<file path="src/hdl/dma_pkg.sv">
package dma_pkg;

    // Memory word and byte address geometry
    localparam int DATA_W    = 128;
    localparam int STRB_W    = DATA_W / 8;
    localparam int ADDR_W    = 32;
    localparam int WORD_LSB  = 4;
    localparam int MEM_AW    = 10;

    // Burst format, length counts beats minus one
    localparam int LEN_W     = 8;
    localparam int MAX_BURST = 32;

    // Requesters on the shared RAM, writer sits on the last port
    localparam int NUM_RD    = 3;
    localparam int NUM_PORTS = NUM_RD + 1;
    localparam int PORT_W    = $clog2(NUM_PORTS);

    typedef enum logic {
        MEM_READ,
        MEM_WRITE
    } mem_op_e;

    typedef enum logic [1:0] {
        CH_IDLE,
        CH_ISSUE,
        CH_WAIT,
        CH_RESP
    } chan_state_e;

    typedef struct packed {
        logic [ADDR_W-1:0] addr;
        logic [LEN_W-1:0]  len;
    } burst_req_t;

    typedef struct packed {
        logic [DATA_W-1:0] data;
        logic              last;
    } rd_beat_t;

    typedef struct packed {
        logic [DATA_W-1:0] data;
        logic [STRB_W-1:0] strb;
        logic              last;
    } wr_beat_t;

    typedef struct packed {
        mem_op_e           op;
        logic [MEM_AW-1:0] addr;
        logic [DATA_W-1:0] data;
        logic [STRB_W-1:0] strb;
    } mem_req_t;

endpackage

</file>
<file path="src/hdl/burst_writer.sv">
`timescale 1ns/1ps

module burst_writer
    import dma_pkg::*;
(
    input  logic       clk,
    input  logic       rst_n,
    input  burst_req_t req,
    input  logic       req_valid,
    output logic       req_ready,
    input  wr_beat_t   beat,
    input  logic       beat_valid,
    output logic       beat_ready,
    output logic       resp_valid,
    input  logic       resp_ready,
    output mem_req_t   mem_req,
    output logic       mem_req_valid,
    input  logic       grant
);

    chan_state_e       state_q;
    logic [MEM_AW-1:0] addr_q;
    wr_beat_t          hold_q;

    // CH_WAIT waits for a beat, CH_ISSUE waits for the grant
    always_ff @(posedge clk or negedge rst_n) begin
        if (!rst_n) begin
            state_q <= CH_IDLE;
            addr_q  <= '0;
        end else begin
            case (state_q)
                CH_IDLE: begin
                    if (req_valid) begin
                        addr_q  <= req.addr[WORD_LSB +: MEM_AW];
                        state_q <= CH_WAIT;
                    end
                end
                CH_WAIT: begin
                    if (beat_valid) begin
                        state_q <= CH_ISSUE;
                    end
                end
                CH_ISSUE: begin
                    if (grant) begin
                        addr_q  <= addr_q + 1'b1;
                        // End of burst is set by the last flag alone
                        state_q <= hold_q.last ? CH_RESP : CH_WAIT;
                    end
                end
                CH_RESP: begin
                    if (resp_ready) begin
                        state_q <= CH_IDLE;
                    end
                end
                default: state_q <= CH_IDLE;
            endcase
        end
    end

    always_ff @(posedge clk) begin
        if (state_q == CH_WAIT && beat_valid) begin
            hold_q <= beat;
        end
    end

    assign req_ready     = (state_q == CH_IDLE);
    assign beat_ready    = (state_q == CH_WAIT);
    assign resp_valid    = (state_q == CH_RESP);
    assign mem_req_valid = (state_q == CH_ISSUE);
    assign mem_req.op    = MEM_WRITE;
    assign mem_req.addr  = addr_q;
    assign mem_req.data  = hold_q.data;
    assign mem_req.strb  = hold_q.strb;

endmodule

</file>
<file path="config.mk">
export PLATFORM = sky130hd
export DESIGN_NAME = burst_writer
export DESIGN_NICKNAME = d
export VERILOG_FILES = /design/src/hdl/dma_pkg.sv /design/src/hdl/burst_writer.sv
export SDC_FILE = /design/constraint.sdc
export NUM_CORES = 1
export LEC_CHECK = 0
export ABC_AREA = 1
export BUFFER_PORTS_ARGS = -buffer_cell sky130_fd_sc_hd__clkbuf_2
export CORE_AREA = 2 2 134 136
export DETAILED_ROUTE_END_ITERATION = 8
export DIE_AREA = 0 0 136 138
export PLACE_DENSITY = 0.68
export SYNTH_ARGS = -nofsm -noshare
export SYNTH_HDL_FRONTEND = slang
export SYNTH_SLANG_ARGS = --single-unit
</file>
<file path="constraint.sdc">
create_clock -name clk -period 8.45 [get_ports clk]
set_input_delay 0.4225 -clock clk [delete_from_list [all_inputs] [get_ports clk]]
set_output_delay 0.4225 -clock clk [all_outputs]
set_load 0.03 [all_outputs]
</file>
==> results.md <==
* Syn Inst Count at 418
* Max Fclk at 0.423 GHz
* Most Used Layer, Global Route: met2
* Util after Layout at ~44%
* Core box area at roughly 0.018 mm^2
* Worst R2R Setup Slack at 6090 ps
* GR Util met3 at 5.35%
* Net count after synthesis at 610
* Yosys top cell area share at 69.1%
* Hold slack at ~180 ps
* Yosys warning count at 0
* GR Util met2 at 22.0%
* Period minus WS final at 2360 ps
* CP cell instances: nor2_1 > inv_1 > nor2_4 > buf_4 > buf_4
* HPWL Detailed at approximately 9.5 mm
* Setup WS post-layout at roughly 6100 ps
* #FFs+latches synth at 157
* GRT Residual Overflow at 0
* RePlAce Congestion at a little under 0.8
* Fillers at 1647
* Placed cell count at 820
* Die area at approximately 0.019 mm^2
* Post-DRT Antenna Nets at 0
* I/O pin count at 350
* Worst-margin pin slew at 726 ps
* Synth Flop Type: edfxtp_1
* Fin Setup TNS at 0 ps
* Place WS at 6040 ps
* Row Count at 49
* Initial core utilization at 35.9%
* Cts bufs inserted at 17
* Critical path class: flop to flop
* Routed vias/inst at around 4.1
* Post_cts resized at 0
* R2r endpoint: mem_req[92]
* TritonCTS clock tree: built
* First-pass GRT wire length at 18.4 mm
* First-pass iteration count of the detailed router at 4
* Max-cap viol count at 0
* Initial antenna violation count at 1
* Hold endpoint: mem_req[52]
* Top post-synthesis cells by count: 145 x buf_4, 145 x edfxtp_1, 42 x nand2_1, 21 x nor2_1, 15 x inv_1
* Overall routing resource usage at between 10% and 20%
* RSZ-0062 raised after global routing: no
* Hold_sp: beat[53]
* Largest family of logic cells by synthesized area: buffers and inverters
* Crit path launch type: flop
* Post-synth EDFFs at 145
* Slew HR at between 50% and 60%
* Layout cells sized above 1 at 58.0%
* Synth Area in Simple Gates at 5.78%
* Yosys top cell by area: edfxtp_1
* Xor/xnor share of the synthesized area at less than 1%
* DR iter-0 viols at 193
* Yosys cell types at 27
* Routed WL per cell at 14.6 um
* Routed WL at about 12 mm
* Run status: finished, final reports clean
* Crit. End Element: flop
* Syn avg cell area at 15.1 um^2
* Crit-path max cell delay at 620 ps
* Grt met1 use at 14.2%
* Largest net degree at the start of global routing at 58
* CP max FO at 49
* Final Setup Violations at 0
* Clk slew on worst S/H paths at about 70 ps
* Leakage power at 3.41 nW
* Worst EP arrival at 2410 ps
* Synth top area cells: edfxtp_1 69%, buf_4 17%, dfrtp_1 4.8%, nand2_1 2.5%, nor2_1 1.3%
* Reg2reg start: state_q[0]
* IO Port Bufs at 318
* Final period util at between 20% and 30%
* Vias in the first global route at 3360
* Maximum VDD drop at 0.170 mV
* Remaining DRCs at 0
* Fin. Hold Viols at 0
* Fin cells at 855
* Vias at 3487
* Tightest Hold Check Type: input port to flop
* Die W at 136 um
* CTS Root Cell: clkbuf_16
* Die Height at roughly 140 um
* Final Max Tran Viols at 0
* Clk sink count at 157
* Synth Area in Compound Gates at 0.973%
* Mux cell area share after synthesis at 0%
* Mapped Area at ~0.0063 mm^2
* Synthesized-area fraction occupied by adder cells at less than 1%
* WHS Path Cells at 1
* PD cells at 338 mW/mm^2
* Clk_skew at 5.92 ps
* Top cell by count, worst path: buf_4
* H-tree Lvls at 4
* Seq/Total Area, Yosys at 73.8%
* Async SR Flop Fraction at 7.64%
* WP data required at around 8500 ps
* Clock latency on the worst-skew pair at slightly above 400 ps
* Final nets at roughly 800
* Slowest CP cell: buf_4
* CTS max path bufs at 2
* Area grow syn2layout at 21.8%
* R2R depth at 5
[logic make-up after synthesis]
family / Yosys count
flops: 157
simple gates: 82
xor+xnor: 2
fa+ha+maj: 1
other cells: 1
compound gates: 10
buf+inv: 165
[per-layer routing]
layer	vias to the layer above	wire, um	part of all wire [%]
met5	-	0	0
met4	0	310	2.5
met3	22	1250	10
met2	178	6320	51
met1	1610	4610	37
li1	1677	-	-
[through the flow]
stage	total power [mW]	instance area (um^2)
3_5_place_dp	1.88	7090
2_1_floorplan	1.83	6300
6_report	2.59	7680
3_3_place_gp	1.86	7090
5_1_grt	2.72	7670
4_1_cts	2.63	7670
[cells in the final DEF, fill, tap and decap left out, types with 10 or more instances in the layout]
| cell type | netlist | final |
|---|---|---|
| clkbuf_16 | 0 | 17 |
| clkbuf_2 | 0 | 318 |
| dfrtp_1 | 12 | 12 |
| edfxtp_1 | 145 | 145 |
| inv_1 | 15 | 15 |
| nand2_1 | 42 | 42 |
| nand3_1 | 10 | 10 |
| nor2_1 | 21 | 20 |
[worst max-delay path, delay by kind of cell, from the launching register on]
family	cells	cell delay, ps
buffers and inverters	3	1160
and+or+nand+nor	2	310
DFF	1	490
[state kept, by name (all words and copies together) (netlist names)]
register,cells
hold_q,1
state_q,2
mem_req,144
addr_q,10
[where the power goes]
group          switching (mW)  total, mW  internal (mW)
Clock                   0.324      0.741          0.417
Sequential             0.0728       1.12           1.05
Combinational           0.548      0.731          0.183
Total                   0.945       2.59           1.65
[worst max path at each step]
stage	startpoint	to
after floorplan	state_q[1]	hold_q[0]
after global placement	state_q[0]	mem_req[79]
after detailed placement	state_q[0]	mem_req[101]
after CTS	state_q[0]	mem_req[92]
after global routing	state_q[0]	mem_req[79]
final	state_q[0]	mem_req[92]
[final cells by class]
class / count / area, um^2 / share of cell area, %
Antenna cell: 2 / 5.00 / 0.0652
Clock buffer: 18 / 429 / 5.59
Clock inverter: 14 / 149 / 1.94
Inverter: 17 / 63.8 / 0.831
Multi-Input combinational cell: 96 / 467 / 6.08
Sequential cell: 157 / 4650 / 60.6
Tap cell: 229 / 287 / 3.73
Timing Repair Buffer: 322 / 1620 / 21.2
[repair_timing]
item	4_1_cts	5_1_grt
hold endpoints to repair	12	0
buffers inserted	0	0
hold buffers	1	0
(Power assumes the default switching activity.)
