--- config.mk ---
export PLATFORM = sky130hd
export DESIGN_NAME = burst_reader
export DESIGN_NICKNAME = d
export VERILOG_FILES = /design/src/hdl/dma_pkg.sv /design/src/hdl/burst_reader.sv
export SDC_FILE = /design/constraint.sdc
export NUM_CORES = 1
export LEC_CHECK = 0
export BUFFER_PORTS_ARGS = -buffer_cell sky130_fd_sc_hd__buf_2
export CAP_MARGIN = 20
export CORE_AREA = 4 4 177 179
export DETAILED_ROUTE_END_ITERATION = 8
export DIE_AREA = 0 0 181 183
export GPL_TIMING_DRIVEN = 0
export PLACE_DENSITY_LB_ADDON = 0.2
export SYNTH_ARGS = -nofsm -noshare
export SYNTH_HDL_FRONTEND = slang
export SYNTH_SLANG_ARGS = --single-unit
--- constraint.sdc ---
create_clock -name clk -period 4.65 [get_ports clk]
set_input_delay 0.465 -clock clk [delete_from_list [all_inputs] [get_ports clk]]
set_output_delay 0.465 -clock clk [all_outputs]
set_load 0.02 [all_outputs]
--- src/hdl/dma_pkg.sv ---
package dma_pkg;

    // Memory word and byte address geometry
    localparam int DATA_W    = 128;
    localparam int STRB_W    = DATA_W / 8;
    localparam int ADDR_W    = 32;
    localparam int WORD_LSB  = 4;
    localparam int MEM_AW    = 10;

    // Burst format, length counts beats minus one
    localparam int LEN_W     = 8;
    localparam int MAX_BURST = 32;

    // Requesters on the shared RAM, writer sits on the last port
    localparam int NUM_RD    = 3;
    localparam int NUM_PORTS = NUM_RD + 1;
    localparam int PORT_W    = $clog2(NUM_PORTS);

    typedef enum logic {
        MEM_READ,
        MEM_WRITE
    } mem_op_e;

    typedef enum logic [1:0] {
        CH_IDLE,
        CH_ISSUE,
        CH_WAIT,
        CH_RESP
    } chan_state_e;

    typedef struct packed {
        logic [ADDR_W-1:0] addr;
        logic [LEN_W-1:0]  len;
    } burst_req_t;

    typedef struct packed {
        logic [DATA_W-1:0] data;
        logic              last;
    } rd_beat_t;

    typedef struct packed {
        logic [DATA_W-1:0] data;
        logic [STRB_W-1:0] strb;
        logic              last;
    } wr_beat_t;

    typedef struct packed {
        mem_op_e           op;
        logic [MEM_AW-1:0] addr;
        logic [DATA_W-1:0] data;
        logic [STRB_W-1:0] strb;
    } mem_req_t;

endpackage

--- src/hdl/burst_reader.sv ---
`timescale 1ns/1ps

module burst_reader
    import dma_pkg::*;
(
    input  logic              clk,
    input  logic              rst_n,
    input  burst_req_t        req,
    input  logic              req_valid,
    output logic              req_ready,
    output rd_beat_t          beat,
    output logic              beat_valid,
    input  logic              beat_ready,
    output mem_req_t          mem_req,
    output logic              mem_req_valid,
    input  logic              grant,
    input  logic [DATA_W-1:0] rd_data,
    input  logic              rd_data_valid
);

    chan_state_e       state_q;
    logic [MEM_AW-1:0] addr_q;
    logic [LEN_W-1:0]  cnt_q;
    logic [LEN_W-1:0]  len_clip;
    logic [DATA_W-1:0] data_q;

    // Bursts longer than MAX_BURST are cut short
    assign len_clip = (req.len > LEN_W'(MAX_BURST - 1)) ? LEN_W'(MAX_BURST - 1) : req.len;

    always_ff @(posedge clk or negedge rst_n) begin
        if (!rst_n) begin
            state_q <= CH_IDLE;
            addr_q  <= '0;
            cnt_q   <= '0;
        end else begin
            case (state_q)
                CH_IDLE: begin
                    if (req_valid) begin
                        addr_q  <= req.addr[WORD_LSB +: MEM_AW];
                        cnt_q   <= len_clip;
                        state_q <= CH_ISSUE;
                    end
                end
                CH_ISSUE: begin
                    if (grant) begin
                        state_q <= CH_WAIT;
                    end
                end
                CH_WAIT: begin
                    if (rd_data_valid) begin
                        state_q <= CH_RESP;
                    end
                end
                CH_RESP: begin
                    if (beat_ready) begin
                        if (cnt_q == '0) begin
                            state_q <= CH_IDLE;
                        end else begin
                            cnt_q   <= cnt_q - 1'b1;
                            addr_q  <= addr_q + 1'b1;
                            state_q <= CH_ISSUE;
                        end
                    end
                end
                default: state_q <= CH_IDLE;
            endcase
        end
    end

    always_ff @(posedge clk) begin
        if (state_q == CH_WAIT && rd_data_valid) begin
            data_q <= rd_data;
        end
    end

    assign req_ready     = (state_q == CH_IDLE);
    assign beat_valid    = (state_q == CH_RESP);
    assign beat.data     = data_q;
    assign beat.last     = (cnt_q == '0);
    assign mem_req_valid = (state_q == CH_ISSUE);
    assign mem_req.op    = MEM_READ;
    assign mem_req.addr  = addr_q;
    assign mem_req.data  = '0;
    assign mem_req.strb  = '0;

endmodule

==> results of run 1 <==
[how the worst max path moves through the flow]
stage                           from        end  slack (ns)  depth (start not counted)
after floorplan           state_q[0]  data_q[0]        0.45                          3
final                       cnt_q[0]    beat[0]        2.32                          5
after detailed placement  state_q[0]  data_q[7]        2.33                          5
after global routing        cnt_q[0]    beat[0]        2.14                          5
after CTS                   cnt_q[0]    beat[0]        2.25                          5
after global placement    state_q[0]  data_q[8]       -1.35                          3
[flip-flops by register name (all words and copies together), names as in the netlist]
signal and cells:
data_q 128, addr_q 10, cnt_q 8, state_q 2
[layout make-up]
class / count / area, um2 / share of cell area [%]
Buffer: 152 / 1130 / 11.8
Clock buffer: 17 / 425 / 4.46
Clock inverter: 15 / 144 / 1.51
Inverter: 12 / 45.0 / 0.473
Multi-Input combinational cell: 268 / 1430 / 15.0
Sequential cell: 148 / 4340 / 45.6
Tap cell: 390 / 488 / 5.12
Timing Repair Buffer: 295 / 1520 / 16.0
[cells in the final DEF (no fill, tap or decap), types with 4 or more instances in the layout]
| master | n |
|---|---|
| edfxtp_1 | 128 |
| nor4_1 | 4 |
| nor2_1 | 10 |
| dfrtp_1 | 20 |
| nand3_1 | 9 |
| ha_1 | 8 |
| buf_4 | 146 |
| o21ai_0 | 7 |
| a21oi_1 | 11 |
| mux2i_1 | 4 |
| conb_1 | 145 |
| nand2_1 | 13 |
| clkbuf_16 | 17 |
| inv_6 | 5 |
| inv_1 | 12 |
| o211ai_1 | 4 |
| buf_2 | 295 |
[metrics by stage]
stage	setup WS, ns	instances
final	2.32	1297
after CTS	2.25	1297
after global routing	2.14	1297
after global placement	-1.35	1263
after floorplan	0.449	580
after detailed placement	2.33	1265
[per-layer routing]
| metal | up-vias | track usage, % |
|---|---|---|
| met5 | - | 0 |
| met4 | 0 | 2.16 |
| met3 | 10 | 4.24 |
| met2 | 267 | 18.2 |
| met1 | 1981 | 12.1 |
| li1 | 2193 | - |
[power groups by stage]
stage	logic, mW	registers, mW	clock network (mW)
floorplan	0.704	2.08	0
global placement	1.37	1.88	0
detailed placement	1.38	1.84	0
CTS	1.39	1.82	1.38
global route	1.49	1.84	1.44
finish	1.37	1.82	1.32
[kinds of logic (layout without fill, tap and decap cells)]
kind of cell | count (synthesis) | count (layout) | share of synthesized area (%)
fa+ha+maj | 8 | 8 | 1.56
flops | 148 | 148 | 67.8
other cells | 1 | 145 | 0.0585
simple gates | 65 | 65 | 6.02
mux | 4 | 4 | 0.625
compound gates | 46 | 46 | 5.61
buf+inv | 164 | 491 | 18.3
==> impl_metrics.yaml, run 1 <==
drt:
  wl_met1_um: 7220
  drc: 0
  num_vias: 4451
  drtIter0Drc: 174
  met2_length_um: 9100
  viasPerCell: 3.43
  routedWlPerCell_um: 14.1
  wirelength_um: 18300
  wl_met3_um: 1800
  highest_layer: "met4"
  dr.pass1.iters: 4
  final_antenna_net_count: 0
timing:
  rsz0062_at_grt: "no"
  period_minus_slack_ns: 2.33
  timing.final.hold_violations: 0
  tightest_slew_ns: 0.606
  min_period_over_period_pct: 50.0
  slew_viol_final: 0
  max_slew_margin_pct: 59.6
  finalSetupTns_ns: 0
  max_freq_ghz: 0.430
  clock_skew_ns: 0.0113
  whs_ns: 0.00998
  setup_viol: 0
power_and_ir_drop:
  power.switching_mw: 1.62
  power_leakage_nw: 4.50
  ir_drop_mv: 0.221
  pwr-share-seq_pct: 40.2
  power.internal_mw: 2.89
  pwr-share-comb_pct: 30.4
  power.total_mw: 4.51
  switching_share_pct: 35.8
  clockPowerShare_pct: 29.3
  powerDensity_nw_per_um2: 473
layout:
  drive_gt1_share_pct: 53.8
  fill_cells: 3095
  diodes: 0
  finalInstanceArea_um2: 9530
  nNetsFinal: 1076
  utilization_pct: 32.2
  syn2layout_area_growth_pct: 48.7
yosys:
  ys_seq_area_share_pct: 67.8
  yosys.area.top_type: "edfxtp_1"
  netlist_instances: 436
  synth_common_cells: "buf_4, edfxtp_1, dfrtp_1, nand2_1, inv_1"
  ys_types: 49
  yosysMostFrequentCell: "buf_4"
  ys_top_cells_by_area: "edfxtp_1, buf_4, dfrtp_1, ha_1, a21oi_1"
  syn_avg_cell_area_um2: 14.7
  synth_area_um2: 6410
  synth_top_area_share_pct: 60.0
  synth_edf_count: 128
  yosysWarnings: 0
  async_reset_ff_share_pct: 13.5
  synth_flop_cell: "edfxtp_1"
  synth_seq_cells: 148
floorplan:
  core.rowCount: 63
  core_um2: 29600
  start_util_pct: 21.7
  die_h_um: 183
  die_w_um: 181
  die_area_um2: 33100
  io_pins: 461
worst_setup_path:
  slowest_stage: "dfrtp_1"
  critPathMaxFanout: 4
  path_cells: "inv_1 -> ha_1 -> nor3b_2 -> and2_1 -> buf_2"
  crit_path_max_incr_delay_ns: 0.39
  r2r_cells: 5
  path_buf_inv: 2
  r2r-end: "data_q[66]"
  cp_data_required_time_ns: 4.18
  r2r_start: "state_q[0]"
  cp_top_family: "simple AND/OR/NAND/NOR gates"
  cp-start-kind: "flip-flop"
  cp-end-kind: "output port"
  worst-endpoint-arrival_ns: 1.86
  regToRegSetupSlack_ns: 2.37
  worstSetupPathType: "reg -> out"
grt:
  grt_pass1_vias: 4545
  track_usage_pct: 10.4
  grt_max_degree: 54
  antenna_found_initial: 0
  grt-ovfl-total: 0
  grt_pass1_wl_um: 26400
clocking:
  hold_buffers: 0
  post-cts-setup-buffers: 0
  cts.repair.resized: 0
  cts_root_buffer: "clkbuf_16"
  cts_tree: "done"
  htree_levels: 4
  clock_sinks: 148
  path_clk_slew_ns: 0.07
  cts_buffers: 17
  clk-insertion-delay-late_ns: 0.42
  cts_buffer_depth: 2
placement:
  place_area_um2: 8960
  port_buffers: 293
  hpwlAfterDp_um: 14900
  place.gp.congestion: 0.760
job:
  max_cap_viol_count: 0
hold_path:
  hp-class: "in -> async"
run_status:
  outcome: "finished clean"
Note: power is estimated with default switching activity, not from simulation.
==> run 2, diff against run 1 <==
==> constraint.sdc (replaced) <==
create_clock -name clk -period 2.3 [get_ports clk]
set_input_delay 0.23 -clock clk [delete_from_list [all_inputs] [get_ports clk]]
set_output_delay 0.23 -clock clk [all_outputs]
set_load 0.02 [all_outputs]
==> run 2 against run 1 <==
  * Final area rose by 14%
  * Core utilization up 4.6 points
  * Sequential share of layout area shrank 5.7 points
  * Via count up 12%
  * Final cell count increased by 10%
  * Non-clock buffer count up 130
  * Wire length is 5.9% higher
  * Die area unchanged
  * Global-route usage grew 0.74 points
  * Worst hold slack gained 0.027 ns
  * Setup slack worse by 2.2 ns
  * Clock power grew 120%
  * Largest cell class unchanged
==> impl_metrics.yaml, run 2 (same netlist as run 1, synthesis figures left out) <==
clocking:
  post-cts-setup-buffers: 0
  clock_sinks: 148
  cts_root_buffer: "clkbuf_16"
  htree_levels: 4
  cts_buffer_depth: 2
  clk-insertion-delay-late_ns: 0.42
  cts_buffers: 17
  cts_tree: "done"
  path_clk_slew_ns: 0.07
power_and_ir_drop:
  power_leakage_nw: 5.08
  power.switching_mw: 3.27
  pwr-share-comb_pct: 30.9
  ir_drop_mv: 0.460
  powerDensity_nw_per_um2: 881
  switching_share_pct: 34.1
  clockPowerShare_pct: 30.8
  pwr-share-seq_pct: 38.4
  power.internal_mw: 6.32
layout:
  regArea_um2: 4340
  reg.largest.list: "data_q x128, addr_q x10, cnt_q x8"
  multi_input_area_um2: 1440
  largest_register_ffs: 128
  mostFrequentLayoutCells: "buf_2, buf_4, conb_1"
  stdcell_count: 1427
  top_register: "data_q"
  final_common_cell: "buf_2"
  nNetsFinal: 1206
  finalInstanceArea_um2: 10900
  fill_cells: 2933
  utilization_pct: 36.8
  drive_gt1_share_pct: 47.1
  diodes: 0
  syn2layout_area_growth_pct: 69.9
timing:
  tightest_slew_ns: 0.562
  max_slew_margin_pct: 62.5
  max_freq_ghz: 0.470
  timing.final.hold_violations: 0
  clock_skew_ns: 0.0131
  setup_viol: 0
  whs_ns: 0.0369
  slew_viol_final: 0
  rsz0062_at_grt: "no"
  finalSetupTns_ns: 0
  min_period_over_period_pct: 92.5
  period_minus_slack_ns: 2.13
grt:
  grt_max_degree: 50
  antenna_found_initial: 2
  track_usage_pct: 11.1
  grt_pass1_wl_um: 28700
  grt-ovfl-total: 0
  grt_pass1_vias: 5348
floorplan:
  die_h_um: 183
  start_util_pct: 21.7
  die_area_um2: 33100
  core_um2: 29600
  core.rowCount: 63
  die_w_um: 181
  io_pins: 461
worst_setup_path:
  crit_path_max_incr_delay_ns: 0.39
  cp_top_family: "simple AND/OR/NAND/NOR gates"
  cp_data_required_time_ns: 2.07
  slowest_stage: "dfrtp_1"
  worstSetupPathType: "reg -> out"
  path_buf_inv: 2
  cp-start-kind: "flip-flop"
  path_cells: "inv_1 -> ha_1 -> nor3b_2 -> and2_1 -> buf_2"
  worst-endpoint-arrival_ns: 1.90
  cp-end-kind: "output port"
  critPathMaxFanout: 4
drt:
  final_antenna_net_count: 0
  viasPerCell: 3.49
  routedWlPerCell_um: 13.6
  dr.pass1.iters: 4
  drc: 0
  drtIter0Drc: 131
  wirelength_um: 19300
  num_vias: 4987
placement:
  place.gp.congestion: 0.740
  hpwlAfterDp_um: 15000
  place_inst: 1265
  port_buffers: 293
  place_area_um2: 8960
hold_path:
  hp-class: "in -> reg"
run_status:
  outcome: "finished clean"
job:
  max_cap_viol_count: 0
## run 2: layout make-up
| class | count | share of cell area [%] |
|---|---|---|
| Sequential cell | 148 | 39.9 |
| Clock buffer | 18 | 3.94 |
| Tap cell | 390 | 4.48 |
| Buffer | 152 | 10.4 |
| Timing Repair Buffer | 425 | 25.9 |
| Multi-Input combinational cell | 268 | 13.2 |
| Clock inverter | 14 | 1.76 |
| Inverter | 12 | 0.414 |
## run 2: worst paths after layout
check / from / to / slack [ns] / cells after the start
worst min register to register: addr_q[9] / addr_q[9] / 0.51 / 1
max in group asynchronous: rst_n / state_q[1] / 1.64 / 2
worst max-delay path: cnt_q[0] / beat[0] / 0.17 / 5
min in group asynchronous: rst_n / cnt_q[0] / 0.30 / 2
worst max register to register: state_q[0] / addr_q[7] / 0.31 / 7
worst min-delay path: req[14] / addr_q[2] / 0.04 / 3
## run 2: timing repair
action	in CTS	in global routing
gates resized for setup	0	3
endpoints found under the hold margin	149	0
hold buffers	130	0
setup endpoints to repair	0	2
## run 2: power by group through the flow
stage,Combinational [mW],Sequential [mW],Clock [mW]
4_1_cts,2.99,3.68,3.07
3_3_place_gp,2.76,3.74,0
2_1_floorplan,1.43,4.17,0
6_report,2.96,3.68,2.95
5_1_grt,3.24,3.73,3.18
3_5_place_dp,2.80,3.73,0
## run 2: metrics by stage
stage               power (mW)  setup WS, ns
CTS                       9.74         0.100
global route              10.1        0.0127
floorplan                 5.60         0.198
global placement          6.50        -0.338
detailed placement        6.54         0.104
finish                    9.59         0.173
## run 2: worst register-to-register path: stages, from the launching register on
cell and delay [ns]:
dfrtp_1 0.39, inv_1 0.11, ha_1 0.28, and2b_1 0.29
nor2_4 0.27, buf_2 0.28, a21boi_0 0.11, nand3b_1 0.16
## run 2: per-layer routing
| metal | share of wire (%) | up-vias | GRT usage [%] |
|---|---|---|---|
| li1 | - | 2454 | - |
| met2 | 49 | 286 | 18.9 |
| met1 | 40 | 2225 | 12.7 |
| met4 | 1.5 | 4 | 3.69 |
| met5 | 0.11 | - | 0 |
| met3 | 10 | 18 | 4.82 |
